**src/common/motor_pkg.sv**
```systemverilog
package motor_pkg;

  typedef logic [6:0]         reg_addr_t;
  typedef logic [31:0]        reg_data_t;
  typedef logic [15:0]        step_count_t;
  typedef logic [15:0]        step_period_t;   // CLK cycles between steps
  typedef logic [7:0]         current_t;       // 255 is full scale
  typedef logic [2:0]         microstep_t;     // 0 full step .. 4 is 1/16
  typedef logic [5:0]         phase_idx_t;     // 64 per electrical cycle
  typedef logic signed [31:0] enc_count_t;

  localparam reg_data_t id_value = 32'h5241_5001;

  // Register word addresses
  localparam reg_addr_t addr_id        = 7'h00;
  localparam reg_addr_t addr_config    = 7'h01;
  localparam reg_addr_t addr_period    = 7'h02;
  localparam reg_addr_t addr_status    = 7'h03;
  localparam reg_addr_t addr_encoder   = 7'h04;
  localparam reg_addr_t addr_move_base = 7'h10;  // One word per motor

  typedef struct packed {
    logic      cyc;
    logic      stb;
    logic      we;
    reg_addr_t adr;
    reg_data_t dat;
  } wb_req_t;

  typedef struct packed {
    logic      ack;
    reg_data_t dat;
  } wb_rsp_t;

  typedef struct packed {
    microstep_t microsteps;
    current_t   current;
  } drive_cfg_t;

  typedef enum logic [1:0] {spi_idle, spi_addr, spi_data} spi_state_t;

  typedef enum logic {wb_idle, wb_busy} wb_state_t;

endpackage

```
**src/spi/spi_target.sv**
```systemverilog
module spi_target (
  input  logic               CLK,
  input  logic               resetn,
  input  logic               sck,
  input  logic               cs_n,
  input  logic               copi,
  output logic               cipo,
  output motor_pkg::wb_req_t wb_req,
  input  motor_pkg::wb_rsp_t wb_rsp
);

  logic [2:0]            sck_sync;  // Two sync stages plus last value
  logic [1:0]            cs_sync;
  logic [1:0]            copi_sync;
  logic                  sck_rise;
  logic                  sck_fall;
  logic                  cs_active;
  logic [5:0]            bit_cnt;
  logic [39:0]           shift_in;
  logic [39:0]           frame_next;
  logic                  start_rd;
  logic                  start_wr;
  logic                  req_we;
  motor_pkg::reg_addr_t  req_adr;
  motor_pkg::reg_data_t  req_dat;
  motor_pkg::reg_data_t  shift_out;
  motor_pkg::spi_state_t spi_state;
  motor_pkg::wb_state_t  wb_state;

  always_ff @(posedge CLK) begin
    if (!resetn) begin
      sck_sync  <= '0;
      cs_sync   <= '1;
      copi_sync <= '0;
    end else begin
      sck_sync  <= {sck_sync[1:0], sck};
      cs_sync   <= {cs_sync[0], cs_n};
      copi_sync <= {copi_sync[0], copi};
    end
  end

  assign sck_rise   = sck_sync[1] & ~sck_sync[2];
  assign sck_fall   = ~sck_sync[1] & sck_sync[2];
  assign cs_active  = ~cs_sync[1];
  assign frame_next = {shift_in[38:0], copi_sync[1]};

  // Read goes out after the address byte, write after the last data bit
  assign start_rd = sck_rise && spi_state == motor_pkg::spi_addr && bit_cnt == 6'd7 &&
                    !frame_next[7];
  assign start_wr = sck_rise && spi_state == motor_pkg::spi_data && bit_cnt == 6'd39 &&
                    frame_next[39];

  always_ff @(posedge CLK) begin
    if (!resetn || !cs_active) begin
      spi_state <= motor_pkg::spi_idle;  // Partial frame dropped
      bit_cnt   <= '0;
    end else begin
      case (spi_state)
        motor_pkg::spi_idle: spi_state <= motor_pkg::spi_addr;
        motor_pkg::spi_addr: begin
          if (sck_rise) begin
            bit_cnt <= bit_cnt + 6'd1;
            if (bit_cnt == 6'd7) spi_state <= motor_pkg::spi_data;
          end
        end
        motor_pkg::spi_data: begin
          if (sck_rise) begin
            if (bit_cnt == 6'd39) begin
              bit_cnt   <= '0;
              spi_state <= motor_pkg::spi_addr;  // Next frame may follow
            end else begin
              bit_cnt <= bit_cnt + 6'd1;
            end
          end
        end
        default: spi_state <= motor_pkg::spi_idle;
      endcase
    end
  end

  always_ff @(posedge CLK) begin
    if (sck_rise) shift_in <= frame_next;
  end

  always_ff @(posedge CLK) begin
    if (!resetn) begin
      wb_state <= motor_pkg::wb_idle;
    end else if (wb_state == motor_pkg::wb_idle) begin
      if (start_rd || start_wr) wb_state <= motor_pkg::wb_busy;
    end else if (wb_rsp.ack) begin
      wb_state <= motor_pkg::wb_idle;
    end
  end

  always_ff @(posedge CLK) begin
    if (wb_state == motor_pkg::wb_idle && (start_rd || start_wr)) begin
      req_we  <= start_wr;
      req_adr <= start_wr ? frame_next[38:32] : frame_next[6:0];
      req_dat <= frame_next[31:0];
    end
  end

  assign wb_req = '{cyc: wb_state == motor_pkg::wb_busy,
                    stb: wb_state == motor_pkg::wb_busy,
                    we:  req_we,
                    adr: req_adr,
                    dat: req_dat};

  // CIPO shifter, loaded on read ack and shifted on falling SCK
  always_ff @(posedge CLK) begin
    if (!resetn || !cs_active) begin
      cipo      <= 1'b0;
      shift_out <= '0;
    end else if (wb_state == motor_pkg::wb_busy && wb_rsp.ack && !req_we) begin
      shift_out <= wb_rsp.dat;
    end else if (sck_fall) begin
      cipo      <= (spi_state == motor_pkg::spi_data) ? shift_out[31] : 1'b0;
      shift_out <= {shift_out[30:0], 1'b0};
    end
  end

endmodule

```
**src/motor_regs.sv**
```systemverilog
module motor_regs #(
  parameter int motor_count = 2
) (
  input  logic                                 CLK,
  input  logic                                 resetn,
  input  motor_pkg::wb_req_t                   wb_req,
  output motor_pkg::wb_rsp_t                   wb_rsp,
  input  motor_pkg::enc_count_t                enc_count,
  input  logic [motor_count-1:0]               busy,
  input  motor_pkg::step_count_t [motor_count-1:0] remaining,
  output logic [motor_count-1:0]               enable,
  output motor_pkg::drive_cfg_t                drive_cfg,
  output motor_pkg::step_period_t              step_period,
  output logic [motor_count-1:0]               move_load,
  output logic                                 move_dir,
  output motor_pkg::step_count_t               move_steps
);

  logic [7:0]           enable_mask;
  logic                 ack;
  logic                 wb_hit;   // First cycle of a transfer
  logic                 wr_en;
  logic                 move_hit;
  motor_pkg::reg_addr_t move_off;
  motor_pkg::reg_data_t rd_data;
  motor_pkg::reg_data_t rsp_dat;

  assign wb_hit   = wb_req.cyc && wb_req.stb && !ack;
  assign wr_en    = wb_hit && wb_req.we;
  assign move_off = wb_req.adr - motor_pkg::addr_move_base;  // Wraps high below base
  assign move_hit = int'(move_off) < motor_count;
  assign enable   = enable_mask[motor_count-1:0];
  assign wb_rsp   = '{ack: ack, dat: rsp_dat};

  always_comb begin
    rd_data = '0;
    case (wb_req.adr)
      motor_pkg::addr_id:      rd_data = motor_pkg::id_value;
      motor_pkg::addr_config:  rd_data = {8'd0, drive_cfg.current, 5'd0,
                                          drive_cfg.microsteps, enable_mask};
      motor_pkg::addr_period:  rd_data = {16'd0, step_period};
      motor_pkg::addr_status:  rd_data[motor_count-1:0] = ~busy;  // move_done
      motor_pkg::addr_encoder: rd_data = enc_count;
      default: begin
        for (int m = 0; m < motor_count; m++) begin
          if (move_off == motor_pkg::reg_addr_t'(m)) rd_data = {16'd0, remaining[m]};
        end
      end
    endcase
  end

  always_ff @(posedge CLK) begin
    if (!resetn) begin
      ack         <= 1'b0;
      enable_mask <= '0;
      drive_cfg   <= '0;
      step_period <= '0;
      move_load   <= '0;
    end else begin
      ack <= wb_hit;
      for (int m = 0; m < motor_count; m++) begin
        move_load[m] <= wr_en && move_off == motor_pkg::reg_addr_t'(m);
      end
      if (wr_en) begin
        case (wb_req.adr)
          motor_pkg::addr_config: begin
            enable_mask          <= wb_req.dat[7:0];
            drive_cfg.microsteps <= wb_req.dat[10:8];
            drive_cfg.current    <= wb_req.dat[23:16];
          end
          motor_pkg::addr_period: step_period <= wb_req.dat[15:0];
          default: ;  // Read-only or move words
        endcase
      end
    end
  end

  always_ff @(posedge CLK) begin
    if (wb_hit) rsp_dat <= rd_data;
    if (wr_en && move_hit) begin
      move_dir   <= wb_req.dat[31];
      move_steps <= wb_req.dat[15:0];
    end
  end

endmodule

```
**src/quad_enc.sv**
```systemverilog
module quad_enc (
  input  logic                  CLK,
  input  logic                  resetn,
  input  logic                  a,
  input  logic                  b,
  output motor_pkg::enc_count_t count
);

  logic [1:0] a_sync;
  logic [1:0] b_sync;
  logic       a_prev;
  logic       b_prev;
  logic       a_chg;
  logic       b_chg;
  logic       valid;
  logic       up;

  always_ff @(posedge CLK) begin
    if (!resetn) begin
      a_sync <= '0;
      b_sync <= '0;
      a_prev <= 1'b0;
      b_prev <= 1'b0;
    end else begin
      a_sync <= {a_sync[0], a};
      b_sync <= {b_sync[0], b};
      a_prev <= a_sync[1];
      b_prev <= b_sync[1];
    end
  end

  assign a_chg = a_sync[1] ^ a_prev;
  assign b_chg = b_sync[1] ^ b_prev;
  assign valid = a_chg ^ b_chg;         // Both changing at once is skipped
  assign up    = a_sync[1] ^ b_prev;    // A leading B

  always_ff @(posedge CLK) begin
    if (!resetn) begin
      count <= '0;
    end else if (valid) begin
      count <= up ? count + 32'sd1 : count - 32'sd1;
    end
  end

endmodule

```
**src/stepper/step_gen.sv**
```systemverilog
module step_gen (
  input  logic                    CLK,
  input  logic                    resetn,
  input  logic                    load,
  input  logic                    load_dir,
  input  motor_pkg::step_count_t  load_steps,
  input  motor_pkg::step_period_t period,
  output logic                    step,
  output logic                    dir,
  output logic                    busy,
  output motor_pkg::step_count_t  remaining
);

  motor_pkg::step_period_t period_eff;
  motor_pkg::step_period_t period_q;   // Held for the whole move
  motor_pkg::step_period_t tick_cnt;
  logic                    accept;
  logic                    tick;

  assign period_eff = (period < 16'd2) ? 16'd2 : period;
  assign accept     = load && !busy && load_steps != '0;
  assign tick       = busy && tick_cnt == 16'd1;

  always_ff @(posedge CLK) begin
    if (!resetn) begin
      step      <= 1'b0;
      dir       <= 1'b0;
      busy      <= 1'b0;
      remaining <= '0;
    end else if (accept) begin
      step      <= 1'b0;
      dir       <= load_dir;
      busy      <= 1'b1;
      remaining <= load_steps;
    end else if (tick) begin
      step      <= 1'b1;
      remaining <= remaining - 16'd1;
      if (remaining == 16'd1) busy <= 1'b0;  // Drops with the last pulse
    end else begin
      step <= 1'b0;
    end
  end

  // First pulse lands period cycles after the load
  always_ff @(posedge CLK) begin
    if (accept) begin
      period_q <= period_eff;
      tick_cnt <= period_eff - 16'd1;
    end else if (busy) begin
      tick_cnt <= tick ? period_q : tick_cnt - 16'd1;
    end
  end

endmodule

```
**src/stepper/hbridge_phase.sv**
```systemverilog
module hbridge_phase (
  input  logic                  CLK,
  input  logic                  resetn,
  input  logic                  step,
  input  logic                  dir,
  input  logic                  enable,
  input  motor_pkg::drive_cfg_t drive_cfg,
  output logic                  phase_a1,
  output logic                  phase_a2,
  output logic                  phase_b1,
  output logic                  phase_b2
);

  motor_pkg::phase_idx_t phase_idx;
  motor_pkg::phase_idx_t step_size;
  logic [7:0]            pwm_cnt;
  logic [1:0]            quadrant;
  logic [3:0]            offset;
  logic [7:0]            mag_lo;     // sin of the offset
  logic [7:0]            mag_hi;     // sin of 90 deg minus the offset
  logic [7:0]            cos_mag;
  logic [7:0]            sin_mag;
  logic [15:0]           cos_scaled;
  logic [15:0]           sin_scaled;
  logic                  a_on;
  logic                  b_on;
  logic                  a_pos;
  logic                  b_pos;

  function automatic logic [7:0] quarter_sine(input logic [4:0] i);
    case (i)
      5'd0:    return 8'd0;
      5'd1:    return 8'd25;
      5'd2:    return 8'd50;
      5'd3:    return 8'd74;
      5'd4:    return 8'd98;
      5'd5:    return 8'd120;
      5'd6:    return 8'd142;
      5'd7:    return 8'd162;
      5'd8:    return 8'd180;
      5'd9:    return 8'd197;
      5'd10:   return 8'd212;
      5'd11:   return 8'd225;
      5'd12:   return 8'd236;
      5'd13:   return 8'd244;
      5'd14:   return 8'd250;
      5'd15:   return 8'd254;
      default: return 8'd255;  // Peak
    endcase
  endfunction

  assign step_size = (drive_cfg.microsteps > 3'd4) ? 6'd1 : 6'd16 >> drive_cfg.microsteps;

  assign quadrant = phase_idx[5:4];
  assign offset   = phase_idx[3:0];
  assign mag_lo   = quarter_sine({1'b0, offset});
  assign mag_hi   = quarter_sine(5'd16 - {1'b0, offset});
  assign cos_mag  = quadrant[0] ? mag_lo : mag_hi;
  assign sin_mag  = quadrant[0] ? mag_hi : mag_lo;

  assign cos_scaled = cos_mag * drive_cfg.current;
  assign sin_scaled = sin_mag * drive_cfg.current;
  assign a_on       = pwm_cnt < cos_scaled[15:8];  // Zero duty never fires
  assign b_on       = pwm_cnt < sin_scaled[15:8];
  assign a_pos      = quadrant == 2'd0 || quadrant == 2'd3;
  assign b_pos      = !quadrant[1];

  always_ff @(posedge CLK) begin
    if (!resetn) begin
      phase_idx <= 6'd8;
      pwm_cnt   <= '0;
      phase_a1  <= 1'b0;
      phase_a2  <= 1'b0;
      phase_b1  <= 1'b0;
      phase_b2  <= 1'b0;
    end else begin
      pwm_cnt <= pwm_cnt + 8'd1;
      if (step) phase_idx <= dir ? phase_idx + step_size : phase_idx - step_size;
      phase_a1 <= enable && a_on && a_pos;
      phase_a2 <= enable && a_on && !a_pos;
      phase_b1 <= enable && b_on && b_pos;
      phase_b2 <= enable && b_on && !b_pos;
    end
  end

endmodule

```
**src/rapcore.sv**
```systemverilog
module rapcore #(
  parameter int motor_count = 2
) (
  input  logic                   CLK,
  input  logic                   resetn,
  input  logic                   sck,
  input  logic                   cs_n,
  input  logic                   copi,
  output logic                   cipo,
  input  logic                   enc_a,
  input  logic                   enc_b,
  output logic [motor_count-1:0] step_out,
  output logic [motor_count-1:0] dir_out,
  output logic [motor_count-1:0] move_done,
  output logic [motor_count-1:0] phase_a1,
  output logic [motor_count-1:0] phase_a2,
  output logic [motor_count-1:0] phase_b1,
  output logic [motor_count-1:0] phase_b2
);

  logic [3:0]                                  rst_cnt;
  logic                                        core_resetn;  // Stretched reset
  motor_pkg::wb_req_t                          wb_req;
  motor_pkg::wb_rsp_t                          wb_rsp;
  motor_pkg::enc_count_t                       enc_count;
  motor_pkg::drive_cfg_t                       drive_cfg;
  motor_pkg::step_period_t                     step_period;
  motor_pkg::step_count_t                      move_steps;
  motor_pkg::step_count_t [motor_count-1:0]    remaining;
  logic                                        move_dir;
  logic [motor_count-1:0]                      move_load;
  logic [motor_count-1:0]                      busy;
  logic [motor_count-1:0]                      enable;

  always_ff @(posedge CLK) begin
    if (!resetn) begin
      rst_cnt     <= '0;
      core_resetn <= 1'b0;
    end else if (rst_cnt == 4'hf) begin
      core_resetn <= 1'b1;
    end else begin
      rst_cnt <= rst_cnt + 4'd1;
    end
  end

  assign move_done = ~busy;

  spi_target spi (
    .CLK(CLK), .resetn(core_resetn),
    .sck(sck), .cs_n(cs_n), .copi(copi), .cipo(cipo),
    .wb_req(wb_req), .wb_rsp(wb_rsp)
  );

  motor_regs #(.motor_count(motor_count)) regs (
    .CLK(CLK), .resetn(core_resetn),
    .wb_req(wb_req), .wb_rsp(wb_rsp),
    .enc_count(enc_count), .busy(busy), .remaining(remaining),
    .enable(enable), .drive_cfg(drive_cfg), .step_period(step_period),
    .move_load(move_load), .move_dir(move_dir), .move_steps(move_steps)
  );

  quad_enc encoder0 (
    .CLK(CLK), .resetn(core_resetn), .a(enc_a), .b(enc_b), .count(enc_count)
  );

  for (genvar i = 0; i < motor_count; i++) begin : g_motor
    step_gen stepper (
      .CLK(CLK), .resetn(core_resetn),
      .load(move_load[i]), .load_dir(move_dir), .load_steps(move_steps),
      .period(step_period),
      .step(step_out[i]), .dir(dir_out[i]), .busy(busy[i]), .remaining(remaining[i])
    );

    hbridge_phase bridge (
      .CLK(CLK), .resetn(core_resetn),
      .step(step_out[i]), .dir(dir_out[i]), .enable(enable[i]), .drive_cfg(drive_cfg),
      .phase_a1(phase_a1[i]), .phase_a2(phase_a2[i]),
      .phase_b1(phase_b1[i]), .phase_b2(phase_b2[i])
    );
  end

endmodule

```
**config.mk**
```make
export PLATFORM = sky130hd
export DESIGN_NAME = rapcore
export DESIGN_NICKNAME = d
export VERILOG_FILES = /design/src/common/motor_pkg.sv /design/src/spi/spi_target.sv /design/src/motor_regs.sv /design/src/quad_enc.sv /design/src/stepper/step_gen.sv /design/src/stepper/hbridge_phase.sv /design/src/rapcore.sv
export SDC_FILE = /design/constraint.sdc
export NUM_CORES = 1
export LEC_CHECK = 0
export ABC_AREA = 1
export BUFFER_PORTS_ARGS = -buffer_cell sky130_fd_sc_hd__buf_4
export CORE_MARGIN = 2
export CORE_UTILIZATION = 55
export DETAILED_ROUTE_END_ITERATION = 10
export PLACE_DENSITY = 0.75
export SYNTH_ARGS = -nofsm -noshare
export SYNTH_HDL_FRONTEND = slang
export SYNTH_HIERARCHICAL = 1
export SYNTH_SLANG_ARGS = --single-unit
```
**constraint.sdc**
```tcl
create_clock -name CLK -period 14.82 [get_ports CLK]
set_input_delay 2.964 -clock CLK [delete_from_list [all_inputs] [get_ports CLK]]
set_output_delay 2.964 -clock CLK [all_outputs]
set_load 0.01 [all_outputs]
```
Word-level counts from Yosys, hierarchy flattened
Memories as Yosys holds them, arrays and structs flattened. A register that Yosys moved wholly into a read port is not among the register bits.
Index checks and enable logic that the tools add are counted.
W data, S select, Z words.
{"block": "totals", "reg_bits": 396, "romBits": 512, "out_inout_bits": 15, "wordCells": 240, "n_memories": 4}
{"name": "(name not given)", "words": 16, "width": 8, "read_ports": 1, "rd_ports_with_merged_regs": 0, "write_ports": 0, "line": "hbridge_phase.sv:31", "rtl": "case (i)"}
{"name": "(name not given)", "words": 16, "width": 8, "read_ports": 1, "rd_ports_with_merged_regs": 1, "write_ports": 0, "line": "hbridge_phase.sv:31"}
{"name": "(name not given)", "words": 16, "width": 8, "read_ports": 1, "rd_ports_with_merged_regs": 0, "write_ports": 0, "line": "hbridge_phase.sv:31"}
{"name": "(name not given)", "words": 16, "width": 8, "read_ports": 1, "rd_ports_with_merged_regs": 1, "write_ports": 0, "line": "hbridge_phase.sv:31"}
{"block": "op_classes", "add_sub_neg": 18, "mul": 4, "order_cmp": 7, "eq_ne": 20, "n_shift": 1, "mux": 53, "n_bitwise": 12, "reduce_logical": 69}
{"op": "$mux W16", "count": 12}
{"op": "$pmux W30 S5", "count": 1}
{"op": "$mux W32", "count": 4}
{"op": "$sub A16 B1 Y16 const B", "count": 5}
{"op": "$eq A16 B1 Y1 const B", "count": 4}
{"op": "$mul A8 B8 Y16", "count": 4}
{"op": "$mux W8", "count": 6}
{"op": "$mux W6", "count": 6}
{"op": "$add A32 B2 Y32 const B", "count": 1}
{"op": "$logic_and A1 B1 Y1", "count": 32}
{"op": "$lt A8 B8 Y1", "count": 4}
{"op": "$sub A32 B2 Y32 const B", "count": 1}
{"op": "$add A8 B1 Y8 const B", "count": 2}
{"op": "$lt A16 B2 Y1 const B", "count": 1}
{"op": "$mux W4", "count": 4}
{"op": "$reduce_bool A16 Y1", "count": 1}
{"op": "$reduce_bool A2 Y1", "count": 8}
{"op": "$eq A7 B1 Y1 const B", "count": 2}
{"op": "$eq A7 B2 Y1 const B", "count": 2}
{"op": "$logic_not A7 Y1", "count": 2}
{"op": "$add A6 B6 Y6", "count": 2}
{"op": "$mux W1", "count": 12}
{"op": "$pmux W6 S2", "count": 1}
{"op": "$sub A6 B6 Y6", "count": 2}
{"op": "30 further kinds", "count": 65}

Logic depth before layout (Yosys ltp)
Gate-level depths: netlist of the first run.
{"block": "logic_depth", "depth_word": 8, "mapped_depth": 40}

By module
The synthesis of the first run kept the hierarchy.
{"module": "hbridge_phase (g_motor[1].bridge)", "n_inst": 1, "cells_per_inst": 835, "area_per_inst_um2": 6088.3}
{"module": "hbridge_phase (g_motor[0].bridge)", "n_inst": 1, "cells_per_inst": 828, "area_per_inst_um2": 6058.3}
{"module": "spi_target", "n_inst": 1, "cells_per_inst": 448, "area_per_inst_um2": 4901.0}
{"module": "motor_regs", "n_inst": 1, "cells_per_inst": 464, "area_per_inst_um2": 3998.8}
{"module": "quad_enc", "n_inst": 1, "cells_per_inst": 649, "area_per_inst_um2": 3693.5}
{"module": "step_gen (g_motor[0].stepper)", "n_inst": 1, "cells_per_inst": 445, "area_per_inst_um2": 3261.9}
{"module": "step_gen (g_motor[1].stepper)", "n_inst": 1, "cells_per_inst": 440, "area_per_inst_um2": 3260.6}
{"module": "rapcore", "n_inst": 1, "cells_per_inst": 33, "area_per_inst_um2": 229.0}

Worst setup path after synthesis of the first run
OpenSTA, ideal clock, no wires.
{"block": "synth_path", "path_kind": "reg-to-reg", "from": "register g_motor[0].bridge.phase_idx[0]", "to": "register g_motor[0].bridge.phase_b1", "t_arrival_ns": 6.095, "path_slack_ns": 8.660, "stages_incl_launch_ff": 35, "n_path_buf": 0, "period_less_slack_ns": 6.160, "cell_sequence": "dfxtp_1 -> inv_1 -> ha_1 -> inv_1 -> nand2_1 -> nand2_2 -> or2_2 -> o21ai_0 -> a211oi_1 -> nand2_1 -> o21ai_1 -> or2_2 -> fa_1 -> fa_1 -> inv_1 -> fa_1 -> inv_1 -> fa_1 -> inv_1 -> ha_1 -> nand2_1 -> o21ai_0 -> inv_1 -> nand2_1 -> nand3_1 -> nand2_1 -> inv_2 -> o21ai_2 -> xor2_1 -> ha_1 -> nand2_1 -> nor2_1 -> a2111oi_0 -> nand2_1 -> nor2_1"}
{"block": "synth_between", "elab_chain_cells": 8}
{"element": "start, declared", "line": "hbridge_phase.sv:14", "rtl": "motor_pkg::phase_idx_t phase_idx;"}
{"element": "start signal, assigned", "line": "hbridge_phase.sv:78", "rtl": "if (step) phase_idx <= dir ? phase_idx + step_size : phase_idx - step_size;"}
{"element": "$sub A5 B4 Y5 *", "line": "hbridge_phase.sv:57", "rtl": "assign mag_hi = quarter_sine(5'd16 - {1'b0, offset});"}
{"element": "$mem_v2 Z16 W8"}
{"element": "$mux W8 *", "line": "hbridge_phase.sv:31"}
{"element": "$mux W8 *", "line": "hbridge_phase.sv:59", "rtl": "assign sin_mag = quadrant[0] ? mag_hi : mag_lo;"}
{"element": "$mul A8 B8 Y16 *", "line": "hbridge_phase.sv:62", "rtl": "assign sin_scaled = sin_mag * drive_cfg.current;"}
{"element": "$lt A8 B8 Y1 *", "line": "hbridge_phase.sv:64", "rtl": "assign b_on = pwm_cnt < sin_scaled[15:8];"}
{"element": "$logic_and A1 B1 Y1 * (2 in a row)", "line": "hbridge_phase.sv:81", "rtl": "phase_b1 <= enable && b_on && b_pos;"}
{"element": "end signal, assigned", "line": "hbridge_phase.sv:81"}
{"element": "end, declared", "line": "hbridge_phase.sv:10", "rtl": "output logic phase_b1,"}
Mark *: on every way between the ends. The rest lies on a longest branch, timed or not.
A chain may end at the register's enable or synchronous reset.

Worst setup path after layout of the first run
{"block": "layout_path", "from": "register g_motor[1].bridge.phase_idx[0]", "to": "register g_motor[1].bridge.phase_a1"}
{"block": "layout_between", "elab_chain_cells": 8}
{"element": "start, declared", "line": "hbridge_phase.sv:14"}
{"element": "start signal, assigned", "line": "hbridge_phase.sv:78"}
{"element": "$sub A5 B4 Y5 *", "line": "hbridge_phase.sv:57"}
{"element": "$mem_v2 Z16 W8"}
{"element": "$mux W8 *", "line": "hbridge_phase.sv:31"}
{"element": "$mux W8 *", "line": "hbridge_phase.sv:58", "rtl": "assign cos_mag = quadrant[0] ? mag_lo : mag_hi;"}
{"element": "$mul A8 B8 Y16 *", "line": "hbridge_phase.sv:61", "rtl": "assign cos_scaled = cos_mag * drive_cfg.current;"}
{"element": "$lt A8 B8 Y1 *", "line": "hbridge_phase.sv:63", "rtl": "assign a_on = pwm_cnt < cos_scaled[15:8];"}
{"element": "$logic_and A1 B1 Y1 * (2 in a row)", "line": "hbridge_phase.sv:79", "rtl": "phase_a1 <= enable && a_on && a_pos;"}
{"element": "end signal, assigned", "line": "hbridge_phase.sv:79"}
{"element": "end, declared", "line": "hbridge_phase.sv:8", "rtl": "output logic phase_a1,"}
Marked as above.

==> results of run 1 <==
-- where the power goes --
group | total, mW | leakage [nW] | switching (mW) | internal (mW)
logic | 0.00298 | 11.7 | 0.00122 | 0.00175
clock network | 1.14 | 0.731 | 0.493 | 0.651
registers | 1.16 | 3.36 | 0.000636 | 1.16
-- layer usage --
| metal | share of wire [%] | track usage [%] |
|---|---|---|
| met5 | 0 | 0 |
| met4 | 3.3 | 9.39 |
| met3 | 6.2 | 3.15 |
| met2 | 46 | 43.7 |
| met1 | 44 | 35.5 |
-- critical path, delay by kind of cell, from the launching register on --
family	cells	cell delay (ns)
AOI/OAI and AO/OA	5	0.99
DFF	1	0.49
adders and majority gates	7	3.04
buffers and inverters	5	0.54
and+or+nand+nor	18	1.78
-- worst max path at each step --
stage,start,end,cells after the start
2_1_floorplan,g_motor[0].bridge/phase_idx[0],g_motor[0].bridge/phase_b1,34
3_5_place_dp,g_motor[0].bridge/phase_idx[0],g_motor[0].bridge/phase_b2,32
3_3_place_gp,g_motor[0].bridge/phase_idx[0],g_motor[0].bridge/phase_b1,34
5_1_grt,g_motor[1].bridge/phase_idx[0],g_motor[1].bridge/phase_b2,38
4_1_cts,g_motor[1].bridge/phase_idx[0],g_motor[1].bridge/phase_a1,35
6_report,g_motor[1].bridge/phase_idx[0],g_motor[1].bridge/phase_a1,35
-- layout by cell type, fill, tap and decap left out, types with 64 or more instances in the layout --
cell and count:
a21oi_1 112, dfxtp_1 219, edfxtp_1 185, fa_1 142
ha_1 218, inv_1 642, nand2_1 884, nand2_2 64
nand3_1 199, nor2_1 607, o21ai_0 152, xor2_1 68
-- layout make-up --
type	count	area, um^2	area share (%)
Clock buffer	50	1170	3.53
Clock inverter	32	340	1.02
Inverter	684	2580	7.75
Multi-Input combinational cell	2922	18100	54.2
Sequential cell	405	9960	29.9
Tap cell	756	946	2.84
Timing Repair Buffer	32	240	0.721
-- flip-flops by register name (all words and copies together), names as in the netlist, 3 cells and up --
register,cells
g_motor.stepper/tick_cnt,32
regs/enable_mask,8
regs/rsp_dat,32
g_motor.stepper/remaining,32
regs/move_steps,16
encoder0/count,32
regs/drive_cfg,11
g_motor.bridge/phase_idx,12
spi/req_dat,25
rst_cnt,4
spi/req_adr,7
spi/sck_sync,3
g_motor.bridge/pwm_cnt,16
spi/shift_out,32
spi/bit_cnt,6
spi/shift_in,39
g_motor.stepper/period_q,32
regs/step_period,16
g_motor.bridge/mag_lo,16
==> flow_summary.yaml, run 1 <==
drt:
  first_pass_iters: 6
  ant_nets: 0
  drc: 0
  drt-initial-drc-count: 2354
  dr_total_vias: 26200
  routedWlPerCell_um: 15.8
  routed_wl_um: 77300
  vias_per_cell: 5.37
clock_tree:
  clock_sinks: 405
  clk_pin_slew_ns: 0.06
  worstSkewPairLatency_ns: 0.60
  cts_buffer_depth: 3
  hold_buffers: 0
  ctsHtreeMaxLevel: 2
  post-cts-setup-buffer-count: 0
  cts_resized: 0
  clock-root-buffer: "clkbuf_16"
  cts_buffers: 44
  cts_tree: "yes"
timing:
  tightest_slew_ns: 1.10
  setup_slack_ns: 7.92
  rsz0062_at_grt: "no"
  period_needed_ns: 6.90
  whs_ns: 0.410
  fmax_ghz: 0.145
  finalHoldViolations: 0
  relSlewSlack_pct: 26.8
  setup_tns_ns: 0
  setup_viol: 0
  min_period_over_period_pct: 46.6
  maxSlewViolCount: 0
  fin_skew_ns: 0.0355
outcome:
  status: "finished, final reports clean"
layout:
  fin_nets: 4456
  areaGrowthSynthToFinish_pct: 6.46
  diodes: 0
  fillerInstances: 5130
  final_area_mm2: 0.0333
  utilization_pct: 59.2
  stdcell_count: 4881
  drive_above_1_share_pct: 8.48
worst_hold_path:
  worstHoldPathCells: 2
  whs_endpoint: "encoder0/a_sync[1]"
  hp-start: "encoder0/a_sync[0]"
  hold_class: "reg -> reg"
grt:
  grt_pass1_wl_um: 127000
  antenna_found_initial: 0
  grt_start_max_net_pins: 58
  grt.total_usage_pct: 26.3
  grt-ovfl-total: 0
  grt_pass1_vias: 25200
pwr:
  p_leak_nw: 15.8
  p_total_mw: 2.31
  vdd_drop_max_v: 0.0000718
  powerDensity_mw_per_mm2: 69.2
placed_design:
  place_inst: 4799
  dpl_worst_slack_ns: 8.02
  io_buffers: 21
  dpl-instance-area_mm2: 0.0318
  gp_congestion: 0.942
  dp_hpwl_um: 56500
synth:
  syn_nets: 4502
  syn_inst: 4135
  synth_area_mm2: 0.0313
  avgSynthCellArea_um2: 7.56
  yosys_warnings: 6
worst_setup_path:
  rr_startpoint: "g_motor[1].bridge/phase_idx[0]"
  critPathLaunchType: "register"
  arrival_ns: 7.40
  r2r_slack_ns: 7.92
  cpMostUsedCell: "nand2_1"
  required_ns: 15.32
  critPathCaptureType: "register"
  crit_slowest_cell: "fa_1"
  ff2ff_path_depth: 35
  path_class: "reg -> reg"
  slowest_delay_ns: 0.54
  r2r_end: "g_motor[1].bridge/phase_a1"
  critPathMaxFanout: 9
die:
  fp.coreArea_mm2: 0.0563
  floorplan.initialDensity_pct: 55.6
  io_pins: 22
  dieArea_mm2: 0.0588
  dieWidth_um: 242
  fp-row-count: 87
  die-height_um: 242
job:
  drv_cap: 0
No activity file was read; power rests on OpenSTA's default activity.
==> run 2: changes to the inputs <==
Settings changed: PLACE_DENSITY 0.75 to 0.77.
Clock period 14.82 ns to 5.8 ns, I/O delays scaled along.
==> run 2 against run 1 <==
The run now ends with negative setup slack left. Global-route usage rose by 0.77 points. Non-clock buffer count rose by 168. Final cell count rose by 3.4%. Design area rose by 6.5%. Sequential share of layout area fell by 1.8 points. Register-to-register slack got worse by 8.0 ns. Die area did not move.
==> flow_summary.yaml, run 2 (synthesis results as in run 1) <==
outcome:
  status: "finished, violations left"
  violations: "negative setup slack"
worst_hold_path:
  whs_endpoint: "encoder0/a_sync[1]"
  hold_class: "reg -> reg"
  worstHoldPathCells: 2
  hp-start: "encoder0/a_sync[0]"
clock_tree:
  clock-root-buffer: "clkbuf_16"
  cts_buffers: 44
  ctsHtreeMaxLevel: 2
  hold_buffers: 0
  clock_sinks: 405
  clk_pin_slew_ns: 0.06
  cts_buffer_depth: 3
  cts_tree: "yes"
  worstSkewPairLatency_ns: 0.60
worst_setup_path:
  required_ns: 6.32
  arrival_ns: 6.35
  critPathCaptureType: "register"
  critPathLaunchType: "register"
  path_class: "reg -> reg"
  ff2ff_path_depth: 33
  slowest_delay_ns: 0.57
  critPathMaxFanout: 7
  r2r_end: "g_motor[0].bridge/phase_a1"
  crit_slowest_cell: "fa_1"
  rr_startpoint: "g_motor[0].bridge/phase_idx[1]"
  r2r_slack_ns: -0.03
layout:
  layout_common_cells: "nand2_1 (860), inv_1 (618), nor2_1 (588)"
  final_common_cell: "nand2_1"
  largest-register: "spi/shift_in"
  fin_nets: 4624
  largest_register_ffs: 39
  stdcell_count: 5049
  diodes: 0
  areaGrowthSynthToFinish_pct: 13.4
  fillerInstances: 4804
  multi_input_comb_area_mm2: 0.0189
  seqCellArea_mm2: 0.00998
  drive_above_1_share_pct: 15.7
timing:
  min_period_over_period_pct: 101
  setup_viol: 2
  whs_ns: 0.408
  setup_slack_ns: -0.0330
  finalHoldViolations: 0
  rsz0062_at_grt: "yes"
  tightest_slew_ns: 1.19
  maxSlewViolCount: 0
  fin_skew_ns: 0.0373
  period_needed_ns: 5.83
  fmax_ghz: 0.171
  relSlewSlack_pct: 20.8
placed_design:
  dp_hpwl_um: 58700
  io_buffers: 21
  dpl_worst_slack_ns: -0.388
  gp_congestion: 0.951
  place_inst: 4924
drt:
  vias_per_cell: 5.38
  wl_met3_um: 5210
  first_pass_iters: 6
  routedWlPerCell_um: 15.9
  route.met2.wl_um: 37300
  dr_total_vias: 27200
  wl_met1_um: 34800
  dr.max_layer_used: "met4"
  ant_nets: 0
  routed_wl_um: 80100
  drc: 0
  drt-initial-drc-count: 2317
pwr:
  p_leak_nw: 16.7
  powerDensity_mw_per_mm2: 167
  vdd_drop_max_v: 0.000202
grt:
  grt_pass1_wl_um: 131000
  antenna_found_initial: 0
  grt_pass1_vias: 26200
  grt-ovfl-total: 0
  grt.total_usage_pct: 27.1
  grt_start_max_net_pins: 51
die:
  io_pins: 22
  floorplan.initialDensity_pct: 55.6
  die-height_um: 242
  fp.coreArea_mm2: 0.0563
  dieArea_mm2: 0.0588
  dieWidth_um: 242
  fp-row-count: 87
job:
  drv_cap: 0
[run 2: worst max-delay path by stage]
stage / depth (start not counted) / to / from
after global routing: 33 / g_motor[0].bridge/phase_a1 / g_motor[0].bridge/phase_idx[1]
after CTS: 33 / g_motor[0].bridge/phase_a1 / g_motor[0].bridge/phase_idx[0]
final: 33 / g_motor[0].bridge/phase_a1 / g_motor[0].bridge/phase_idx[1]
after global placement: 31 / g_motor[0].bridge/phase_b2 / g_motor[0].bridge/phase_idx[0]
after floorplan: 34 / g_motor[0].bridge/phase_a1 / g_motor[0].bridge/phase_idx[1]
after detailed placement: 35 / g_motor[0].bridge/phase_a1 / g_motor[0].bridge/phase_idx[1]
[run 2: cell type report]
class / count / share of cell area [%]
Clock buffer: 59 / 3.49
Sequential cell: 405 / 28.1
Clock inverter: 23 / 0.850
Multi-Input combinational cell: 2922 / 53.2
Tap cell: 756 / 2.67
Timing Repair Buffer: 200 / 4.32
Inverter: 684 / 7.31
[run 2: report_power, final]
group	switching [mW]	internal [mW]	total [mW]
clock network	1.21	1.75	2.96
registers	0.00183	2.96	2.96
logic	0.00333	0.00453	0.00787
total	1.22	4.71	5.93
[run 2: timing repair]
item | in CTS | in global routing
setup buffers | 33 | 14
setup endpoints to repair | 8 | 8
pin swaps | 108 | 104
resized for setup | 103 | 90
[run 2: through the flow]
| step | cell area [um^2] | setup TNS [ns] | util [%] | power, mW |
|---|---|---|---|---|
| floorplan | 31400 | 0 | - | 3.03 |
| global placement | 32800 | -1.35 | 58.3 | 3.03 |
| detailed placement | 32800 | -1.95 | 58.3 | 3.03 |
| CTS | 35000 | -0.142 | 62.2 | 5.99 |
| global route | 35500 | -2.56 | 63.0 | 6.09 |
| finish | 35500 | -0.0652 | 63.0 | 5.93 |
[run 2: routing by layer]
metal	track usage (%)	up-vias
met1	36.9	12700
li1	-	13300
met5	0	-
met3	3.19	179
met4	9.33	0
met2	44.7	935
[run 2: critical path: cells and delay by family, from the launching register on]
family | cells | cell delay [ns]
flops | 1 | 0.36
compound gates | 6 | 0.87
fa+ha+maj | 7 | 2.75
buf+inv | 5 | 0.26
simple gates | 14 | 1.35
xor+xnor | 1 | 0.17
